$ cat config.mk
export PLATFORM = sky130hd
export DESIGN_NAME = cpu_core
export DESIGN_NICKNAME = d
export VERILOG_FILES = /design/src/cpu_pkg.sv /design/src/alu.sv /design/src/datapath.sv /design/src/instruction_decode.sv /design/src/cpu_core.sv
export SDC_FILE = /design/constraint.sdc
export NUM_CORES = 1
export LEC_CHECK = 0
export BUFFER_PORTS_ARGS = -buffer_cell sky130_fd_sc_hd__buf_4
export CELL_PAD_IN_SITES_DETAIL_PLACEMENT = 0
export CELL_PAD_IN_SITES_GLOBAL_PLACEMENT = 1
export CORE_ASPECT_RATIO = 0.7
export CORE_MARGIN = 2
export CORE_UTILIZATION = 42
export CTS_CLUSTER_SIZE = 30
export DETAILED_ROUTE_END_ITERATION = 6
export HOLD_SLACK_MARGIN = 0.06
export PLACE_DENSITY = 0.69
export SKIP_CTS_REPAIR_TIMING = 1
export SYNTH_ARGS = -nofsm -noshare
export SYNTH_HDL_FRONTEND = slang
export SYNTH_HIERARCHICAL = 1
export SYNTH_SLANG_ARGS = --single-unit
$ cat constraint.sdc
create_clock -name clk -period 5.4 [get_ports clk]
set_input_delay 1.08 -clock clk [delete_from_list [all_inputs] [get_ports clk]]
set_output_delay 1.08 -clock clk [all_outputs]
set_load 0.1 [all_outputs]
$ cat src/cpu_pkg.sv
package cpu_pkg;

    // Bus and register widths
    typedef logic [7:0]  data_t;            // One bus byte or register value
    typedef logic [15:0] addr_t;            // Memory address

    // Status flags. The same type carries values and per-bit write masks
    typedef logic [2:0]  flags_t;

    localparam int FLAG_C = 0;              // Carry
    localparam int FLAG_Z = 1;              // Zero
    localparam int FLAG_N = 2;              // Negative

    localparam flags_t FLAGS_NONE = 3'b000; // No flag update
    localparam flags_t FLAGS_ZN   = 3'b110; // Loads touch Z and N only
    localparam flags_t FLAGS_CZN  = 3'b111; // Arithmetic and shifts

    // ALU operation select
    typedef logic [1:0] alu_op_t;

    localparam alu_op_t ALU_PASS_M = 2'd0;  // Input data latch unchanged
    localparam alu_op_t ALU_ADC    = 2'd1;  // A + M + C
    localparam alu_op_t ALU_ASL_A  = 2'd2;  // Shift accumulator left
    localparam alu_op_t ALU_ASL_M  = 2'd3;  // Shift latch left

    // Supported opcodes, standard 6502 encodings
    localparam data_t OP_LDA_IMM = 8'hA9;
    localparam data_t OP_LDA_ZPG = 8'hA5;
    localparam data_t OP_STA_ZPG = 8'h85;
    localparam data_t OP_ASL_A   = 8'h0A;
    localparam data_t OP_ASL_ZPG = 8'h06;
    localparam data_t OP_ADC_IMM = 8'h69;
    localparam data_t OP_BEQ     = 8'hF0;
    localparam data_t OP_BMI     = 8'h30;
    localparam data_t OP_NOP     = 8'hEA;

    // Decoder states
    typedef enum logic [2:0] {
        S_FETCH,                            // Opcode read, sync high
        S_OPERAND,                          // Operand byte read
        S_ZPG_READ,                         // Zero-page byte read
        S_MODIFY,                           // ALU pass of a read-modify-write
        S_WRITE,                            // Bus write from the data buffer
        S_BRANCH                            // PC plus relative offset
    } decode_state_t;

endpackage

$ cat src/alu.sv
`timescale 1ns/1ps

module alu (
    input  cpu_pkg::alu_op_t alu_op,
    input  cpu_pkg::data_t   acc,
    input  cpu_pkg::data_t   idl,
    input  logic             carry_in,
    output cpu_pkg::data_t   result,
    output cpu_pkg::flags_t  flags_out
);

    logic [8:0] sum;                        // Ninth bit is the carry out
    logic       carry;

    assign sum = {1'b0, acc} + {1'b0, idl} + {8'd0, carry_in};

    always_comb begin
        result = idl;
        carry  = carry_in;

        case (alu_op)
            cpu_pkg::ALU_PASS_M: begin
                result = idl;
                carry  = carry_in;          // Loads keep the carry
            end
            cpu_pkg::ALU_ADC: begin
                result = sum[7:0];
                carry  = sum[8];
            end
            cpu_pkg::ALU_ASL_A: begin
                result = {acc[6:0], 1'b0};
                carry  = acc[7];            // Bit shifted out
            end
            cpu_pkg::ALU_ASL_M: begin
                result = {idl[6:0], 1'b0};
                carry  = idl[7];
            end
            default: begin
                result = idl;
                carry  = carry_in;
            end
        endcase
    end

    // Z and N follow the result for every operation
    always_comb begin
        flags_out                 = '0;
        flags_out[cpu_pkg::FLAG_C] = carry;
        flags_out[cpu_pkg::FLAG_Z] = (result == 8'h00);
        flags_out[cpu_pkg::FLAG_N] = result[7];
    end

endmodule

$ cat src/datapath.sv
`timescale 1ns/1ps

module datapath #(
    parameter cpu_pkg::addr_t RESET_PC = 16'h0200
) (
    input  logic            clk,
    input  logic            arst_n,
    input  logic            rdy,
    input  cpu_pkg::data_t  mem_rdata,
    input  logic            pc_inc,
    input  logic            pc_branch,
    input  logic            addr_sel,
    input  logic            idl_load,
    input  logic            zp_load,
    input  logic            acc_load,
    input  logic            acc_from_alu,
    input  logic            dbuf_load,
    input  cpu_pkg::flags_t flags_load,
    input  cpu_pkg::data_t  alu_result,
    input  cpu_pkg::flags_t alu_flags,
    output cpu_pkg::data_t  acc,
    output cpu_pkg::data_t  idl,
    output cpu_pkg::flags_t flags,
    output cpu_pkg::addr_t  mem_addr,
    output cpu_pkg::data_t  mem_wdata
);

    cpu_pkg::addr_t pc;
    cpu_pkg::data_t idl_q;                  // Held input data latch
    cpu_pkg::data_t zp;                     // Zero-page address
    cpu_pkg::data_t dbuf;                   // Outgoing write data
    cpu_pkg::addr_t branch_offset;

    // Latch passes the bus through while loading so immediates execute in one cycle
    assign idl = idl_load ? mem_rdata : idl_q;

    assign branch_offset = {{8{idl_q[7]}}, idl_q};  // Sign-extended relative offset

    // Bus address and write data
    assign mem_addr  = addr_sel ? {8'h00, zp} : pc;
    assign mem_wdata = dbuf;

    // Program counter, accumulator and flags
    always_ff @(posedge clk or negedge arst_n) begin
        if (!arst_n) begin
            pc    <= RESET_PC;
            acc   <= '0;
            flags <= '0;
        end else if (rdy) begin
            if (pc_branch) begin
                pc <= pc + branch_offset;   // PC already points past the operand
            end else if (pc_inc) begin
                pc <= pc + 16'd1;
            end

            if (acc_load) begin
                acc <= acc_from_alu ? alu_result : mem_rdata;
            end

            // Per-bit flag update
            flags <= (flags & ~flags_load) | (alu_flags & flags_load);
        end
    end

    // Payload registers
    always_ff @(posedge clk) begin
        if (rdy) begin
            if (idl_load) begin
                idl_q <= mem_rdata;
            end
            if (zp_load) begin
                zp <= mem_rdata;
            end
            if (dbuf_load) begin
                // ALU result for read-modify-write, accumulator for stores
                dbuf <= acc_from_alu ? alu_result : acc;
            end
        end
    end

    // The decoder never asks for increment and branch in the same cycle
    a_pc_one_source: assert property (
        @(posedge clk) disable iff (!arst_n) !(pc_inc && pc_branch)
    );

endmodule

$ cat src/instruction_decode.sv
`timescale 1ns/1ps

module instruction_decode (
    input  logic             clk,
    input  logic             arst_n,
    input  logic             rdy,
    input  cpu_pkg::data_t   mem_rdata,
    input  cpu_pkg::flags_t  flags,
    output logic             sync,
    output logic             pc_inc,
    output logic             pc_branch,
    output logic             addr_sel,
    output logic             idl_load,
    output logic             zp_load,
    output logic             acc_load,
    output logic             acc_from_alu,
    output logic             dbuf_load,
    output logic             mem_we,
    output cpu_pkg::flags_t  flags_load,
    output cpu_pkg::alu_op_t alu_op
);

    cpu_pkg::decode_state_t state;
    cpu_pkg::decode_state_t next_state;
    cpu_pkg::data_t         opcode;         // Opcode of the instruction in flight
    logic                   running;        // Low for the idle cycle out of reset
    logic                   branch_taken;

    // BEQ tests Z, BMI tests N
    assign branch_taken = (opcode == cpu_pkg::OP_BEQ) ? flags[cpu_pkg::FLAG_Z]
                                                      : flags[cpu_pkg::FLAG_N];

    always_comb begin
        next_state   = state;
        sync         = 1'b0;
        pc_inc       = 1'b0;
        pc_branch    = 1'b0;
        addr_sel     = 1'b0;
        idl_load     = 1'b0;
        zp_load      = 1'b0;
        acc_load     = 1'b0;
        acc_from_alu = 1'b0;
        dbuf_load    = 1'b0;
        mem_we       = 1'b0;
        flags_load   = cpu_pkg::FLAGS_NONE;
        alu_op       = cpu_pkg::ALU_PASS_M;

        case (state)
            cpu_pkg::S_FETCH: begin
                if (running) begin
                    sync       = 1'b1;
                    pc_inc     = 1'b1;
                    next_state = cpu_pkg::S_OPERAND;
                end
            end
            cpu_pkg::S_OPERAND: begin
                next_state = cpu_pkg::S_FETCH;
                case (opcode)
                    cpu_pkg::OP_LDA_IMM: begin
                        pc_inc     = 1'b1;
                        idl_load   = 1'b1;      // Latch is transparent, ALU sees the byte now
                        acc_load   = 1'b1;      // Accumulator straight from the bus
                        flags_load = cpu_pkg::FLAGS_ZN;
                    end
                    cpu_pkg::OP_ADC_IMM: begin
                        pc_inc       = 1'b1;
                        idl_load     = 1'b1;
                        alu_op       = cpu_pkg::ALU_ADC;
                        acc_load     = 1'b1;
                        acc_from_alu = 1'b1;
                        flags_load   = cpu_pkg::FLAGS_CZN;
                    end
                    cpu_pkg::OP_ASL_A: begin
                        // Single byte, the operand read is discarded
                        alu_op       = cpu_pkg::ALU_ASL_A;
                        acc_load     = 1'b1;
                        acc_from_alu = 1'b1;
                        flags_load   = cpu_pkg::FLAGS_CZN;
                    end
                    cpu_pkg::OP_LDA_ZPG,
                    cpu_pkg::OP_ASL_ZPG: begin
                        pc_inc     = 1'b1;
                        zp_load    = 1'b1;
                        next_state = cpu_pkg::S_ZPG_READ;
                    end
                    cpu_pkg::OP_STA_ZPG: begin
                        pc_inc     = 1'b1;
                        zp_load    = 1'b1;
                        dbuf_load  = 1'b1;      // Buffer takes the accumulator
                        next_state = cpu_pkg::S_WRITE;
                    end
                    cpu_pkg::OP_BEQ,
                    cpu_pkg::OP_BMI: begin
                        pc_inc   = 1'b1;
                        idl_load = 1'b1;        // Hold the offset for S_BRANCH
                        if (branch_taken) begin
                            next_state = cpu_pkg::S_BRANCH;
                        end
                    end
                    default: begin
                        // NOP and unknown opcodes fall through as one-byte NOPs
                    end
                endcase
            end
            cpu_pkg::S_ZPG_READ: begin
                addr_sel = 1'b1;
                idl_load = 1'b1;
                if (opcode == cpu_pkg::OP_LDA_ZPG) begin
                    acc_load   = 1'b1;
                    flags_load = cpu_pkg::FLAGS_ZN;
                    next_state = cpu_pkg::S_FETCH;
                end else begin
                    next_state = cpu_pkg::S_MODIFY;
                end
            end
            cpu_pkg::S_MODIFY: begin
                addr_sel     = 1'b1;            // Keep the zero-page address on the bus
                alu_op       = cpu_pkg::ALU_ASL_M;
                acc_from_alu = 1'b1;            // Steers the ALU result into the buffer
                dbuf_load    = 1'b1;
                flags_load   = cpu_pkg::FLAGS_CZN;
                next_state   = cpu_pkg::S_WRITE;
            end
            cpu_pkg::S_WRITE: begin
                addr_sel   = 1'b1;
                mem_we     = 1'b1;
                next_state = cpu_pkg::S_FETCH;
            end
            cpu_pkg::S_BRANCH: begin
                pc_branch  = 1'b1;
                next_state = cpu_pkg::S_FETCH;
            end
            default: next_state = cpu_pkg::S_FETCH;
        endcase
    end

    always_ff @(posedge clk or negedge arst_n) begin
        if (!arst_n) begin
            state   <= cpu_pkg::S_FETCH;
            opcode  <= cpu_pkg::OP_NOP;
            running <= 1'b0;
        end else if (rdy) begin
            state   <= next_state;
            running <= 1'b1;
            if (sync) begin
                opcode <= mem_rdata;            // Capture the opcode on fetch
            end
        end
    end

    // A write cycle is never an opcode fetch
    a_no_write_on_fetch: assert property (
        @(posedge clk) disable iff (!arst_n) !(mem_we && sync)
    );

    a_legal_state: assert property (
        @(posedge clk) disable iff (!arst_n)
        state inside {cpu_pkg::S_FETCH, cpu_pkg::S_OPERAND, cpu_pkg::S_ZPG_READ,
                      cpu_pkg::S_MODIFY, cpu_pkg::S_WRITE, cpu_pkg::S_BRANCH}
    );

endmodule

$ cat src/cpu_core.sv
`timescale 1ns/1ps

module cpu_core #(
    parameter cpu_pkg::addr_t RESET_PC = 16'h0200
) (
    input  logic           clk,
    input  logic           arst_n,
    input  logic           rdy,
    input  cpu_pkg::data_t mem_rdata,
    output cpu_pkg::addr_t mem_addr,
    output cpu_pkg::data_t mem_wdata,
    output logic           mem_we,
    output logic           sync
);

    // Decoder to datapath strobes
    logic             pc_inc;
    logic             pc_branch;
    logic             addr_sel;
    logic             idl_load;
    logic             zp_load;
    logic             acc_load;
    logic             acc_from_alu;
    logic             dbuf_load;
    cpu_pkg::flags_t  flags_load;
    cpu_pkg::alu_op_t alu_op;

    // Datapath and ALU values
    cpu_pkg::data_t   acc;
    cpu_pkg::data_t   idl;
    cpu_pkg::flags_t  flags;
    cpu_pkg::data_t   alu_result;
    cpu_pkg::flags_t  alu_flags;

    instruction_decode u_decode (
        .clk         (clk),
        .arst_n      (arst_n),
        .rdy         (rdy),
        .mem_rdata   (mem_rdata),
        .flags       (flags),
        .sync        (sync),
        .pc_inc      (pc_inc),
        .pc_branch   (pc_branch),
        .addr_sel    (addr_sel),
        .idl_load    (idl_load),
        .zp_load     (zp_load),
        .acc_load    (acc_load),
        .acc_from_alu(acc_from_alu),
        .dbuf_load   (dbuf_load),
        .mem_we      (mem_we),
        .flags_load  (flags_load),
        .alu_op      (alu_op)
    );

    datapath #(
        .RESET_PC(RESET_PC)
    ) u_datapath (
        .clk         (clk),
        .arst_n      (arst_n),
        .rdy         (rdy),
        .mem_rdata   (mem_rdata),
        .pc_inc      (pc_inc),
        .pc_branch   (pc_branch),
        .addr_sel    (addr_sel),
        .idl_load    (idl_load),
        .zp_load     (zp_load),
        .acc_load    (acc_load),
        .acc_from_alu(acc_from_alu),
        .dbuf_load   (dbuf_load),
        .flags_load  (flags_load),
        .alu_result  (alu_result),
        .alu_flags   (alu_flags),
        .acc         (acc),
        .idl         (idl),
        .flags       (flags),
        .mem_addr    (mem_addr),
        .mem_wdata   (mem_wdata)
    );

    alu u_alu (
        .alu_op   (alu_op),
        .acc      (acc),
        .idl      (idl),
        .carry_in (flags[cpu_pkg::FLAG_C]),
        .result   (alu_result),
        .flags_out(alu_flags)
    );

endmodule

==> results of run 1 <==
-- Yosys cell counts, drive strengths merged (8+ instances only) --
cell type  number  area share
a21oi          16       0.020
and2           10       0.015
nor2           23       0.020
mux2           37       0.098
nand2b          8       0.012
nand3          10       0.012
xnor2          12       0.025
o21ai          13       0.016
mux2i          16       0.038
edfxtp         24        0.17
nand2          26       0.023
inv            11      0.0097
ha             14       0.041
buf             9       0.012
clkbuf         14       0.012
dfrtp          33        0.19
nor2b          14       0.021
-- routing by layer --
| layer | share of wire | up-vias | wire, um |
|---|---|---|---|
| li1 | - | 1492 | - |
| met5 | 0 | - | 0 |
| met1 | 0.52 | 1530 | 5300 |
| met4 | 0.011 | 0 | 113 |
| met2 | 0.42 | 79 | 4300 |
| met3 | 0.044 | 9 | 445 |
-- final cells by class --
type	count	area [sq um]	share of cell area
multi-input combinational	294	2410	0.498
sequential	63	1700	0.351
timing repair buffer	37	278	0.0573
clock buffer	13	240	0.0495
tap	128	160	0.0330
inverter	11	41.3	0.00852
clock inverter	3	11.3	0.00232
-- flip-flops by register name, summed over array words and instances, names as in the netlist, named ones only --
register              flops
u_datapath/acc            8
u_decode/opcode           8
u_datapath/pc            16
u_decode/running          1
u_datapath/idl_q          8
u_decode/state            3
u_datapath/mem_wdata      8
u_datapath/zp             8
-- worst max-delay path: stages, from the launching register on --
cell      delay, ns
dfstp_2        0.56
nor4bb_1       0.44
nor3b_1        0.32
mux2i_1        0.14
nand2_1        0.31
mux2_2         0.43
fa_1           0.42
inv_1          0.08
fa_1           0.20
nor2b_1        0.07
o31ai_2        0.22
xnor2_1        0.09
mux4_2         0.49
or3_1          0.40
nor4_2         0.14
mux2_2         0.18
-- cell families after synthesis --
group / synth area share
AO/OA/AOI/OAI: 0.0995
XOR/XNOR: 0.0390
adder cells (fa/ha/maj): 0.0552
buffers and inverters: 0.0343
flip-flops: 0.400
multiplexers: 0.172
AND/OR/NAND/NOR: 0.200
-- power by group --
part	internal [uW]	switching (uW)
sequential	668	184
combinational	588	1010
clock	306	192
total	1560	1380
-- metrics by stage --
step | worst slack, ns | instances | power [uW]
after floorplan | 0.315 | 391 | 2140
after global placement | 1.03 | 533 | 2440
after detailed placement | 0.912 | 533 | 2450
after CTS | 0.888 | 549 | 2950
after global routing | 0.519 | 549 | 3130
final | 0.841 | 549 | 2950
-- final timing paths --
kind | end | cells past startpoint
hold / removal | u_datapath/pc[15]$_DFFE_PN0P_ | 1
min in group asynchronous | u_datapath/pc[1]$_DFFE_PN0P_ | 1
max in group asynchronous | u_decode/opcode[3]$_DFFE_PN1P_ | 1
hold reg to reg | u_datapath/pc[15]$_DFFE_PN0P_ | 1
setup / recovery | flop | 15
setup reg to reg | flop | 15
==> results.json, run 1 <==
{
  "clk_latency_ns": 0.33,
  "cp_data_required_time_ns": 5.67,
  "fin_util": 0.495,
  "hp-class": "flop to flop",
  "ys_warn_count": 6,
  "finalSetupTns_ns": 0,
  "drt-pass1-iter-count": 5,
  "syn_nets": 419,
  "use_met1": 0.297,
  "grt_start_max_net_pins": 40,
  "clockRootBuffer": "clkbuf_16",
  "via_per_inst": 5.66,
  "cts_tree": "yes",
  "tightest_slew_ns": 0.890,
  "top_usage_layer": "met1",
  "ir_worst_vdd_mv": 0.199,
  "crit_type": "flop to flop",
  "r2r_setup_slack_ns": 0.84,
  "setup_viol": 0,
  "p_leak_uw": 0.00205,
  "slew_viol_final": 0,
  "wire_per_inst_um": 18.5,
  "period_share": 0.844,
  "clockBufferDepth": 2,
  "cts_sinks": 63,
  "crit_arrival_ns": 4.83,
  "final_hold_viol_count": 0,
  "dpl_cell_area_sq_um": 4600,
  "grtUsageMet2": 0.294,
  "ys_seq_elements": 63,
  "place_congestion": 0.849,
  "cap_viol_max_count": 0,
  "synthFlopType": "dfrtp_1",
  "relSlewSlack": 0.402,
  "die_h_um": 88.3,
  "endpoint_kind": "flop",
  "synth_area_per_cell_sq_um": 10.9,
  "synth-edff-count": 24,
  "core_area_sq_um": 9800,
  "grt_pass1_vias": 3014,
  "worstPathMaxFanout": 8,
  "die_w_um": 124,
  "cts_htree_levels": 3,
  "drc_errors": 0,
  "antenna_found_initial": 0,
  "gr-usage-all-layers": 0.198,
  "worstSetupStartpoint": "u_decode/opcode[5]$_DFFE_PN1P_",
  "port_buffers": 36,
  "num_vias": 3110,
  "synth_area_sq_um": 4260,
  "wirelength_um": 10200,
  "final_cell_mix": "buf_4 (37), mux2_2 (37), dfrtp_1 (33)",
  "fmax_ghz": 0.219,
  "yosysSeqAreaShare": 0.400,
  "diodes": 0,
  "min_period_ns": 4.56,
  "timing.rr.start": "u_decode/opcode[5]$_DFFE_PN1P_",
  "overflow": 0,
  "ant_nets": 0,
  "io_pins": 37,
  "syn_to_final_growth_pct": 13.7,
  "num_rows": 30,
  "dp_hpwl_um": 7430,
  "grt_pass1_wl_um": 16800,
  "rsz0062_at_grt": "no",
  "async_flop_share": 0.619,
  "status": "finished, final reports clean",
  "path_clk_slew_ns": 0.05,
  "cts_inserted_buffers": 9,
  "hold_ws_ns": 0.474,
  "synth_cell_type_count": 72,
  "dieArea_sq_um": 11000,
  "fillers": 885,
  "syn_inst": 391,
  "worstHoldStart": "u_datapath/pc[15]$_DFFE_PN0P_",
  "cellPowerDensity_nw_per_um2": 608,
  "drive_gt1_frac": 0.271,
  "fin_skew_ns": 0.00510,
  "start_util": 0.435,
  "drt-initial-drc-count": 240,
  "cp-start-kind": "flop",
  "nNetsFinal": 444,
  "gr-usage-met3": 0.0369,
  "design_area_sq_um": 4850
}
No activity file was read; power rests on OpenSTA's default activity.
==> inputs of run 2 (changes only) <==
- ABC_AREA: unset -> 1
- PLACE_DENSITY: 0.69 -> 0.74
- clock period: 5.4 -> 4.4 ns (I/O delays scaled with it)
==> results.json, run 2 <==
{
  "dp.cells": 851,
  "nNetsFinal": 737,
  "die_h_um": 93.7,
  "r2r-end": "u_datapath/mem_wdata[6]$_DFFE_PP_",
  "drt-initial-drc-count": 408,
  "dieArea_sq_um": 12400,
  "grt_pass1_wl_um": 21200,
  "slew_viol_final": 0,
  "wirelength_um": 12900,
  "cellPowerDensity_nw_per_um2": 598,
  "drc_errors": 0,
  "r2r_cells": 22,
  "io_pins": 37,
  "dp_slack_ns": 0.590,
  "grt_start_max_net_pins": 40,
  "syn_to_final_growth_pct": 13.4,
  "netlist_top_cells_area": "dfrtp_1 (17%), edfxtp_1 (15%), nand2_1 (15%)",
  "cts_sinks": 63,
  "r2r_setup_slack_ns": 0.60,
  "dpl_cell_area_sq_um": 5190,
  "final_cell_mix": "nand2_1 (188), inv_1 (106), nor2_1 (53)",
  "max_stage_delay_ns": 0.57,
  "cts_tree": "yes",
  "fmax_ghz": 0.263,
  "finalSetupTns_ns": 0,
  "tightest_slew_ns": 0.752,
  "synth-edff-count": 24,
  "ys_seq_elements": 63,
  "num_rows": 32,
  "wire_per_inst_um": 14.9,
  "antenna_found_initial": 0,
  "hp-class": "flop to flop",
  "die_w_um": 132,
  "worstHoldEndpoint": "u_datapath/pc[9]$_DFFE_PN1P_",
  "drive_gt1_frac": 0.167,
  "fin_ws_ns": 0.600,
  "cts_inserted_buffers": 9,
  "period_share": 0.864,
  "rsz0062_at_grt": "no",
  "p_leak_uw": 0.00271,
  "num_vias": 4319,
  "ant_nets": 0,
  "cp-start-kind": "flop",
  "critPathMostFrequentCell": "nand2_1",
  "yosysSeqAreaShare": 0.353,
  "crit_type": "flop to flop",
  "start_util": 0.435,
  "largest_register_ffs": 16,
  "yosysTopAreaCell": "dfrtp_1",
  "syn_nets": 705,
  "via_per_inst": 4.98,
  "worstHoldStart": "u_datapath/pc[9]$_DFFE_PN1P_",
  "clockRootBuffer": "clkbuf_16",
  "fin_skew_ns": 0.00935,
  "synthFlopType": "dfrtp_1",
  "worst_path_max_delay_cell": "dfstp_2",
  "gr-usage-all-layers": 0.221,
  "fillers": 1121,
  "design_area_sq_um": 5470,
  "ys_top_cells_by_count": "nand2_1 (188), inv_1 (106), nor2_1 (53)",
  "worstPathMaxFanout": 16,
  "synth_top_area_share": 0.171,
  "drt-pass1-iter-count": 5,
  "synth_area_per_cell_sq_um": 7.12,
  "hold_depth": 2,
  "clk_latency_ns": 0.33,
  "cp_data_required_time_ns": 4.45,
  "core_area_sq_um": 11100,
  "ys_warn_count": 6,
  "diodes": 0,
  "final_hold_viol_count": 0,
  "endpoint_kind": "flop",
  "status": "finished, final reports clean",
  "cts_htree_levels": 3,
  "largest-register": "u_datapath/pc",
  "port_buffers": 36,
  "clockBufferDepth": 2,
  "setup_viol": 0,
  "yosysMostFrequentCell": "nand2_1",
  "cap_viol_max_count": 0,
  "critical_path.cell_chain": "nand2_1, nand2_1, nor2_1, nand3_1, nand2_1, or2_2, o21ai_0, fa_1, inv_1, fa_1, inv_1, nand2_1, nand2_1, nand3_1, nand2_1, nand2_1, nand3_1, nand2_1, nor2_1, inv_1, nand2_1, o21ai_0",
  "relSlewSlack": 0.497,
  "async_flop_share": 0.619,
  "timing.rr.start": "u_decode/opcode[7]$_DFFE_PN1P_",
  "crit_arrival_ns": 3.85,
  "path_clk_slew_ns": 0.05,
  "instances_no_fill": 867,
  "min_period_ns": 3.80,
  "place_congestion": 0.978,
  "synth_cell_type_count": 46,
  "overflow": 0,
  "syn_inst": 677,
  "power.total_uw": 3270,
  "grt_pass1_vias": 4027,
  "synth_area_sq_um": 4820,
  "ir_worst_vdd_mv": 0.398,
  "dp_hpwl_um": 10100,
  "final_common_cell": "nand2_1"
}
[run 2: cell types whose count changed in the layout (fill, tap and decap cells not counted), moves of 14 or more]
| cell | delta |
|---|---|
| mux2i_1 | -16 |
| nor2b_1 | -14 |
| nor2_1 | +30 |
| nand3_1 | +42 |
| o21ai_0 | +41 |
| nand2_1 | +163 |
| nand2_2 | +14 |
| inv_1 | +95 |
| mux2_2 | -32 |
[run 2: cell type report]
type / count / area, sq um / area share
multi-input cells: 477 / 2540 / 0.464
flip-flops and latches: 63 / 1700 / 0.312
inverters: 117 / 447 / 0.0817
repair buffers: 41 / 308 / 0.0563
clock buffers: 13 / 262 / 0.0478
well taps: 153 / 191 / 0.0350
clock inverters: 3 / 17.5 / 0.00320
[run 2: cell families after synthesis]
family          synth area share
compound gates             0.110
xor+xnor                  0.0109
fa+ha+maj                 0.0488
buf+inv                    0.124
flops                      0.353
mux                       0.0117
simple gates               0.342
[run 2: worst max-delay path by stage]
stage	start	to	slack, ns	cells after the start
2_1_floorplan	u_decode/state[2]$_DFFE_PN0P_	mem_addr[0]	0.38	6
5_1_grt	u_decode/opcode[7]$_DFFE_PN1P_	u_datapath/acc[6]$_DFFE_PN0P_	0.06	24
3_5_place_dp	u_decode/opcode[3]$_DFFE_PN1P_	u_datapath/mem_wdata[6]$_DFFE_PP_	0.59	24
4_1_cts	u_decode/opcode[7]$_DFFE_PN1P_	u_datapath/acc[6]$_DFFE_PN0P_	0.57	24
3_3_place_gp	u_decode/opcode[7]$_DFFE_PN1P_	u_datapath/acc[6]$_DFFE_PN0P_	0.69	24
6_report	u_decode/opcode[7]$_DFFE_PN1P_	u_datapath/mem_wdata[6]$_DFFE_PP_	0.60	22
[run 2: report_power, final]
group / switching [uW] / leakage (uW) / internal [uW]
Clock: 256 / 0.000135 / 414
Sequential: 156 / 0.000687 / 789
Combinational: 1190 / 0.00188 / 471
Total: 1600 / 0.00271 / 1670
[run 2: per-layer routing]
metal,GRT usage,share of wire,vias to the layer above
met5,0,0,-
met4,0.0408,0.0092,0
met3,0.0448,0.066,11
met2,0.309,0.39,126
met1,0.347,0.54,1962
li1,-,-,2220
[run 2: worst max-delay path: cells and delay by family (launching register included)]
kind	cells	cell delay [ns]
AND/OR/NAND/NOR	15	1.52
adder cells (fa/ha/maj)	2	0.67
AO/OA/AOI/OAI	2	0.57
flip-flops	1	0.57
buffers and inverters	3	0.19
[run 2: through the flow]
step	hold WS, ns	util
after floorplan	0.474	-
after global placement	0.491	0.468
after detailed placement	0.501	0.468
after CTS	0.514	0.493
after global routing	0.538	0.493
final	0.511	0.493
